## config.mk

```make
export PLATFORM = sky130hd
export DESIGN_NAME = dma_write_top
export DESIGN_NICKNAME = d
export VERILOG_FILES = /design/src/dma_pkg.sv /design/src/dma_if.sv /design/src/dma_send_fifo.sv /design/src/dma_axi_write_master.sv /design/src/dma_write_ctrl.sv /design/src/dma_write_top.sv
export VERILOG_INCLUDE_DIRS = /design/src
export SDC_FILE = /design/constraint.sdc
export NUM_CORES = 2
export LEC_CHECK = 0
export BUFFER_PORTS_ARGS = -buffer_cell sky130_fd_sc_hd__buf_2
export CAP_MARGIN = 15
export CORE_MARGIN = 5
export CORE_UTILIZATION = 50
export CTS_BUF_LIST = sky130_fd_sc_hd__clkbuf_2 sky130_fd_sc_hd__clkbuf_4 sky130_fd_sc_hd__clkbuf_8
export CTS_CLUSTER_SIZE = 8
export DETAILED_ROUTE_END_ITERATION = 12
export PLACE_DENSITY = 0.69
export RECOVER_POWER = 25
export SLEW_MARGIN = 20
export SYNTH_ARGS = -nofsm -noshare
export SYNTH_HDL_FRONTEND = slang
export SYNTH_SLANG_ARGS = --single-unit
```

## constraint.sdc

```tcl
create_clock -name clk -period 13.25 [get_ports clk]
set_input_delay 0.6625 -clock clk [delete_from_list [all_inputs] [get_ports clk]]
set_output_delay 0.6625 -clock clk [all_outputs]
set_load 0.02 [all_outputs]
```

## src/dma_config.svh

```systemverilog
`ifndef DMA_CONFIG_SVH
`define DMA_CONFIG_SVH

// Byte address width of the AXI write port.
`define DMA_ADDR_W 32

// One cache line per beat.
`define DMA_DATA_W 64

// Send FIFO holds 2**5 = 32 lines.
`define DMA_FIFO_LOG2 5

// Almost-full when this many entries or fewer are free.
`define DMA_FIFO_AF_MARGIN 4

// Beats in a full burst, 128 bytes at 64-bit data.
`define DMA_BURST_LEN 16

`endif

```

## src/dma_pkg.sv

```systemverilog
`include "dma_config.svh"

package dma_pkg;

    // Byte address on the AXI side.
    typedef logic [`DMA_ADDR_W-1:0] addr_t;

    // One line of payload, moved as a single W beat.
    typedef logic [`DMA_DATA_W-1:0] data_t;

    typedef logic [`DMA_DATA_W/8-1:0] strb_t;  // One enable per byte.

    // Transfer length in lines.
    typedef logic [31:0] len_t;

    typedef logic [7:0] awlen_t;  // AXI beat count minus one.

    // Transfer FSM of the controller.
    typedef enum logic [1:0]
    {
        ST_IDLE,
        ST_WRITE,
        ST_DONE
    } wr_state_t;

endpackage

```

## src/dma_if.sv

```systemverilog
`timescale 1ns/1ps

interface burst_cmd_if;
    import dma_pkg::*;

    // Command from the controller, held until cmd_done.
    logic  cmd_start;   // One-cycle pulse.
    addr_t cmd_addr;
    len_t  cmd_length;  // In lines.

    // Completion and response reporting from the burst master.
    logic  cmd_done;    // One-cycle pulse after the last B response.
    logic  b_seen;      // Pulses once per accepted B response.
    logic  b_err;       // Qualifies b_seen when bresp is not OKAY.

    modport ctrl
    (
        output cmd_start,
        output cmd_addr,
        output cmd_length,
        input  cmd_done,
        input  b_seen,
        input  b_err
    );

    modport master
    (
        input  cmd_start,
        input  cmd_addr,
        input  cmd_length,
        output cmd_done,
        output b_seen,
        output b_err
    );

endinterface

```

## src/dma_send_fifo.sv

```systemverilog
`timescale 1ns/1ps
`include "dma_config.svh"

module dma_send_fifo
(
    input  logic           clk,
    input  logic           rst_n,
    input  logic           wr_en,
    input  dma_pkg::data_t wr_data,
    output logic           tvalid,
    input  logic           tready,
    output dma_pkg::data_t tdata,
    output logic           almost_full
);
    import dma_pkg::*;

    localparam int DEPTH = 1 << `DMA_FIFO_LOG2;

    data_t                    mem [DEPTH];
    logic [`DMA_FIFO_LOG2-1:0] wr_ptr;
    logic [`DMA_FIFO_LOG2-1:0] rd_ptr;
    logic [`DMA_FIFO_LOG2:0]   count;  // One bit wider than the pointers.
    logic                     full;
    logic                     push;
    logic                     pop;

    assign full = (count == DEPTH[`DMA_FIFO_LOG2:0]);
    assign push = wr_en && !full;  // A push into a full FIFO is dropped.
    assign pop  = tvalid && tready;

    // Fall-through output, the head entry is visible while not empty.
    assign tvalid = (count != '0);
    assign tdata  = mem[rd_ptr];

    assign almost_full = (count >= (DEPTH - `DMA_FIFO_AF_MARGIN));

    always_ff @(posedge clk or negedge rst_n)
    begin
        if (!rst_n)
        begin
            wr_ptr <= '0;
            rd_ptr <= '0;
            count  <= '0;
        end
        else
        begin
            if (push)
                wr_ptr <= wr_ptr + 1'b1;  // Wraps at DEPTH.
            if (pop)
                rd_ptr <= rd_ptr + 1'b1;
            if (push && !pop)
                count <= count + 1'b1;
            else if (pop && !push)
                count <= count - 1'b1;
        end
    end

    always_ff @(posedge clk)
    begin
        if (push)
            mem[wr_ptr] <= wr_data;
    end

    // Producer must honor almost_full and never push into a full FIFO.
    a_no_write_when_full: assert property (@(posedge clk) disable iff (!rst_n)
        !(wr_en && full));

endmodule

```

## src/dma_axi_write_master.sv

```systemverilog
`timescale 1ns/1ps
`include "dma_config.svh"

module dma_axi_write_master
(
    input  logic            clk,
    input  logic            rst_n,
    burst_cmd_if.master     cmd,
    input  logic            tvalid,
    output logic            tready,
    input  dma_pkg::data_t  tdata,
    output logic            awvalid,
    input  logic            awready,
    output dma_pkg::addr_t  awaddr,
    output dma_pkg::awlen_t awlen,
    output logic            wvalid,
    input  logic            wready,
    output dma_pkg::data_t  wdata,
    output dma_pkg::strb_t  wstrb,
    output logic            wlast,
    input  logic            bvalid,
    output logic            bready,
    input  logic [1:0]      bresp
);
    import dma_pkg::*;

    localparam len_t  BURST_LINES = len_t'(`DMA_BURST_LEN);
    localparam addr_t BURST_BYTES = addr_t'(`DMA_BURST_LEN * `DMA_DATA_W / 8);

    logic   active;
    addr_t  next_addr;    // Start of the following burst.
    len_t   lines_left;   // Lines not yet covered by an AW.
    awlen_t beats_left;   // Beats after the current one.
    logic   w_busy;       // Data phase of the accepted burst.
    len_t   outstanding;  // Bursts still waiting for B.
    logic   done_q;

    logic   aw_fire;
    logic   w_fire;
    logic   b_fire;
    logic   issue;
    logic   final_b;
    addr_t  src_addr;
    len_t   src_lines;
    len_t   burst_lines;

    assign aw_fire = awvalid && awready;
    assign w_fire  = wvalid && wready;
    assign b_fire  = bvalid && bready;

    // First burst comes straight from the command, the rest follow each wlast.
    assign issue     = cmd.cmd_start ? (cmd.cmd_length != '0)
                                     : (w_fire && wlast && lines_left != '0);
    assign src_addr  = cmd.cmd_start ? cmd.cmd_addr : next_addr;
    assign src_lines = cmd.cmd_start ? cmd.cmd_length : lines_left;
    assign burst_lines = (src_lines > BURST_LINES) ? BURST_LINES : src_lines;

    // Last response: nothing left to address, no data phase, one burst pending.
    assign final_b = b_fire && (outstanding == len_t'(1)) && (lines_left == '0)
                     && !awvalid && !w_busy;

    // W beats come straight from the FIFO head.
    assign wvalid = w_busy && tvalid;
    assign tready = w_busy && wready;
    assign wdata  = tdata;
    assign wstrb  = '1;
    assign wlast  = w_busy && (beats_left == '0);

    assign bready = active;

    assign cmd.cmd_done = done_q;
    assign cmd.b_seen   = b_fire;
    assign cmd.b_err    = b_fire && (bresp != 2'b00);  // Anything but OKAY.

    always_ff @(posedge clk or negedge rst_n)
    begin
        if (!rst_n)
        begin
            active      <= 1'b0;
            done_q      <= 1'b0;
            awvalid     <= 1'b0;
            lines_left  <= '0;
            beats_left  <= '0;
            w_busy      <= 1'b0;
            outstanding <= '0;
        end
        else
        begin
            done_q <= 1'b0;
            if (cmd.cmd_start)
                active <= 1'b1;
            else if (final_b)
            begin
                active <= 1'b0;
                done_q <= 1'b1;
            end

            if (issue)
            begin
                awvalid    <= 1'b1;
                lines_left <= src_lines - burst_lines;
            end
            else if (aw_fire)
                awvalid <= 1'b0;

            // Data phase opens once the address is taken.
            if (aw_fire)
            begin
                w_busy     <= 1'b1;
                beats_left <= awlen;
            end
            else if (w_fire)
            begin
                if (wlast)
                    w_busy <= 1'b0;
                else
                    beats_left <= beats_left - 1'b1;
            end

            if (aw_fire && !b_fire)
                outstanding <= outstanding + 1'b1;
            else if (b_fire && !aw_fire)
                outstanding <= outstanding - 1'b1;
        end
    end

    // AW payload, loaded with each new burst.
    always_ff @(posedge clk)
    begin
        if (issue)
        begin
            awaddr    <= src_addr;
            awlen     <= awlen_t'(burst_lines - 1'b1);
            next_addr <= src_addr + BURST_BYTES;
        end
    end

    a_aw_stable: assert property (@(posedge clk) disable iff (!rst_n)
        awvalid && !awready |=> awvalid && $stable(awaddr) && $stable(awlen));

    a_b_expected: assert property (@(posedge clk) disable iff (!rst_n)
        bvalid |-> outstanding != '0);

endmodule

```

## src/dma_write_ctrl.sv

```systemverilog
`timescale 1ns/1ps
`include "dma_config.svh"

module dma_write_ctrl
(
    input  logic           clk,
    input  logic           rst_n,
    input  logic           start,
    input  dma_pkg::addr_t start_addr,
    input  dma_pkg::len_t  length,
    burst_cmd_if.ctrl      cmd,
    output logic           status_idle,
    output logic           status_active,
    output logic           done,
    output logic           ack,
    output logic           resp_error
);
    import dma_pkg::*;

    localparam int BURST_BYTES = `DMA_BURST_LEN * `DMA_DATA_W / 8;

    wr_state_t state;
    logic      accept;

    assign accept = (state == ST_IDLE) && start;

    assign status_idle   = (state == ST_IDLE);
    assign status_active = (state == ST_WRITE);

    always_ff @(posedge clk or negedge rst_n)
    begin
        if (!rst_n)
        begin
            state         <= ST_IDLE;
            cmd.cmd_start <= 1'b0;
            done          <= 1'b0;
            ack           <= 1'b0;
            resp_error    <= 1'b0;
        end
        else
        begin
            cmd.cmd_start <= 1'b0;
            done          <= 1'b0;
            ack           <= cmd.b_seen;  // One ack per B response.

            if (accept)
                resp_error <= 1'b0;  // New transfer clears the old status.
            else if (cmd.b_err)
                resp_error <= 1'b1;

            case (state)
                ST_IDLE:
                begin
                    if (start)
                    begin
                        cmd.cmd_start <= 1'b1;
                        state         <= ST_WRITE;
                    end
                end

                ST_WRITE:
                begin
                    if (cmd.cmd_done)
                    begin
                        done  <= 1'b1;
                        state <= ST_DONE;
                    end
                end

                ST_DONE:
                    state <= ST_IDLE;

                default:
                    state <= ST_IDLE;
            endcase
        end
    end

    // Command is held for the master until the transfer ends.
    always_ff @(posedge clk)
    begin
        if (accept)
        begin
            cmd.cmd_addr   <= start_addr;
            cmd.cmd_length <= length;
        end
    end

    // Bursts never cross a 4 KB page only if the start is burst-aligned.
    a_start_aligned: assert property (@(posedge clk) disable iff (!rst_n)
        accept |-> start_addr[$clog2(BURST_BYTES)-1:0] == '0);

endmodule

```

## src/dma_write_top.sv

```systemverilog
`timescale 1ns/1ps

module dma_write_top
(
    input  logic            clk,
    input  logic            rst_n,
    // Producer side.
    input  logic            wr_en,
    input  dma_pkg::data_t  wr_data,
    output logic            almost_full,
    // Control and status.
    input  logic            start,
    input  dma_pkg::addr_t  start_addr,
    input  dma_pkg::len_t   length,
    output logic            status_idle,
    output logic            status_active,
    output logic            done,
    output logic            ack,
    output logic            resp_error,
    // AXI4 write channels.
    output logic            awvalid,
    input  logic            awready,
    output dma_pkg::addr_t  awaddr,
    output dma_pkg::awlen_t awlen,
    output logic            wvalid,
    input  logic            wready,
    output dma_pkg::data_t  wdata,
    output dma_pkg::strb_t  wstrb,
    output logic            wlast,
    input  logic            bvalid,
    output logic            bready,
    input  logic [1:0]      bresp
);
    import dma_pkg::*;

    // FIFO head to the burst master.
    logic  tvalid;
    logic  tready;
    data_t tdata;

    burst_cmd_if u_cmd ();

    dma_send_fifo u_fifo
    (
        .clk         (clk),
        .rst_n       (rst_n),
        .wr_en       (wr_en),
        .wr_data     (wr_data),
        .tvalid      (tvalid),
        .tready      (tready),
        .tdata       (tdata),
        .almost_full (almost_full)
    );

    dma_write_ctrl u_ctrl
    (
        .clk           (clk),
        .rst_n         (rst_n),
        .start         (start),
        .start_addr    (start_addr),
        .length        (length),
        .cmd           (u_cmd.ctrl),
        .status_idle   (status_idle),
        .status_active (status_active),
        .done          (done),
        .ack           (ack),
        .resp_error    (resp_error)
    );

    dma_axi_write_master u_master
    (
        .clk     (clk),
        .rst_n   (rst_n),
        .cmd     (u_cmd.master),
        .tvalid  (tvalid),
        .tready  (tready),
        .tdata   (tdata),
        .awvalid (awvalid),
        .awready (awready),
        .awaddr  (awaddr),
        .awlen   (awlen),
        .wvalid  (wvalid),
        .wready  (wready),
        .wdata   (wdata),
        .wstrb   (wstrb),
        .wlast   (wlast),
        .bvalid  (bvalid),
        .bready  (bready),
        .bresp   (bresp)
    );

endmodule

```

==> flow_metrics.tcl <==
set metrics [dict create \
    rsz0062_at_grt "false" \
    routed_wl_um 212000 \
    wl_met3_um 17900 \
    root_buffer "clkbuf_8" \
    dr_wl_met2_um 106000 \
    worstSetupEndpointType "output pin" \
    dr_total_vias 44100 \
    grt_pass1_vias 44700 \
    coreArea_mm2 0.178 \
    port_buffers 250 \
    cp-start-kind "flop" \
    path_clk_slew_ps 60 \
    post_cts.repair.setup_buffers 0 \
    dieArea_mm2 0.187 \
    synth_cell_type_count 82 \
    grt_max_degree 142 \
    maxCapViolations 0 \
    rows 155 \
    track_usage_pct 22.7 \
    cts_buffers 377 \
    initial_utilization_pct 50.1 \
    finalCritPeriodShare_pct 47.2 \
    tightest_slew_ps 1240 \
    hold_start "wr_data[21]" \
    setup_ws_ps 7000 \
    htreeDepth 5 \
    nets 4765 \
    clockBufferDepth 4 \
    ys_top_cells_by_area "edfxtp_1 (73%), mux4_2 (16%), dfrtp_1 (2.8%)" \
    critPathSlowestCell "dfrtp_4" \
    p_leak_nw 32.2 \
    yosysSeqAreaShare_pct 76.1 \
    crit_fanout 50 \
    synthesis.area_mm2 0.0891 \
    initialDrtViolationCount 5187 \
    dr.max_layer_used "met5" \
    yosysMostFrequentCell "edfxtp_1" \
    drive_gt1_share_pct 34.0 \
    synth_top_cell_area_share_pct 73.4 \
    fmax_mhz 160 \
    hold_violations 0 \
    cp-startpoint "u_fifo.rd_ptr[0]" \
    drv_slew 0 \
    vias_per_cell 6.11 \
    synth_area_leader_cell "edfxtp_1" \
    die_x_um 432 \
    fin_setup_tns_ps 0 \
    grt_pass1_wl_um 307000 \
    cts_tree "yes" \
    final_antenna_net_count 0 \
    synth_edf_count 2177 \
    drtPass1Iterations 6 \
    drcViolationCount 0 \
    ys_warn_count 0 \
    syn_to_final_growth_pct 13.6 \
    cts_resized 0 \
    crit_type "flop to output pin" \
    place_hpwl_um 106000 \
    wl_per_cell_um 29.4 \
    antenna_found_initial 22 \
    reg2reg_from "u_ctrl.cmd.cmd_start" \
    yosys-top-cells-count "edfxtp_1 (2177), mux4_2 (640), clkbuf_1 (131)" \
    async_reset_ff_share_pct 4.31 \
    hp-class "input port to flop" \
    ys_ff_latch 2275 \
    grt_overflow 0 \
    synth_flop_cell "edfxtp_1" \
    syn_area_per_cell_um2 22.2 \
    cts.sinks 2275 \
    setup_viol 0 \
    clk_latency_ps 1050 \
    pre_cts_ws_ps 7520 \
    syn_inst 4010 \
    peakVddDrop_mv 0.185 \
    gp_congestion 0.791 \
    critPathRequiredTime_ps 12590 \
    cp.arrival_ps 5590 \
    power_density_mw_per_mm2 200 \
    fp.dieH_um 432 \
    pin_count 259 \
    crit_path_cell_trace "buf_4 > buf_4 > buf_6 > mux4_2 > mux4_2 > mux2_2 > buf_2" \
    fin_crit_ps 6250 \
    slew_headroom_pct 17.4 \
    max_stage_delay_ps 1010 \
    status "completed" \
    wl_met1_um 82900 \
    clock_skew_ps 103 \
]
-- stage by stage --
stage	hold slack (ps)	cell area (um2)	std cells	total power [mW]	utilization (%)
CTS	0.422	101000	7200	20.5	56.9
detailed placement	405	93500	6506	14.7	52.6
global placement	402	93500	6506	14.6	52.6
finish	126	101000	7212	20.3	56.9
floorplan	367	89100	4018	12.8	-
global route	104	101000	7205	21.1	56.9
-- path summary, 6_finish.rpt --
path                       slack [ps]                     end  depth (start not counted)
max                              7000               wdata[48]                          7
min                               130      u_fifo.mem[29][21]                          1
max reg2reg                      7870  u_master.lines_left[8]                         13
min reg2reg                       420   u_master.next_addr[0]                          0
max in group asynchronous       11630        u_fifo.rd_ptr[0]                          3
min in group asynchronous         220       u_ctrl.resp_error                          2
-- power breakdown --
group          switching (mW)  internal [mW]
Sequential              0.382           8.39
Combinational            2.96           2.69
Clock                    2.64           3.18
-- sequential cells by signal, indices dropped and copies added (netlist names), 2 cells and up --
register / flops
u_master.awaddr: 25
u_master.next_addr: 32
u_ctrl.cmd.cmd_length: 32
u_fifo.rd_ptr: 5
u_ctrl.state: 2
u_fifo.wr_ptr: 5
u_fifo.count: 6
u_master.outstanding: 32
u_fifo.mem: 2048
u_master.beats_left: 8
u_master.lines_left: 32
u_ctrl.cmd.cmd_addr: 32
u_master.awlen: 8
-- logic make-up (layout without fill, tap and decap cells) --
| group | Yosys count | in the layout | synth area share [%] |
|---|---|---|---|
| flops | 2275 | 2275 | 76.1 |
| mux | 757 | 757 | 17.6 |
| simple gates | 432 | 432 | 2.44 |
| buf+inv | 247 | 1075 | 1.13 |
| compound gates | 178 | 178 | 1.41 |
| xor+xnor | 101 | 101 | 0.993 |
| fa+ha+maj | 19 | 19 | 0.275 |
| other cells | 1 | 20 | 0.00421 |
-- layout make-up --
type,count,area (um2)
diodes,11,27.5
clock buffers,528,6400
clock inverters,88,539
fillers,12800,76700
inverters,37,139
multi-input cells,1496,20500
flip-flops and latches,2275,67800
well taps,2355,2950
repair buffers,422,2750
-- cells in the final DEF (no fill, tap or decap), types with 35 or more instances in the layout --
cell type	instances
clkbuf_4	138
mux2_2	84
mux4_2	640
nand2_1	116
buf_2	204
a21oi_1	38
xnor2_1	57
dlygate4sd3_1	78
inv_1	35
xor2_1	44
o21ai_0	42
edfxtp_1	2177
clkinv_1	53
clkbuf_8	390
buf_4	90
nor3_1	38
dfrtp_1	92
nor2_1	73
clkbuf_1	45
-- routing by layer --
layer  track usage [%]  up-vias
met4              6.53       10
met3              4.68      405
met1              31.4    23500
met2              37.1     2102
li1                  -    18100
met5                 0        -
-- critical path, delay by kind of cell, from the launching register on --
kind,cells,cell delay [ps]
multiplexers,3,1450
buffers and inverters,4,2080
flip-flops,1,1010
-- repair_timing --
item / in CTS / in global routing
endpoints found under the hold margin: 214 / 0
setup endpoints to repair: 0 / 0
hold buffers: 78 / 0
(Power assumes the default switching activity.)
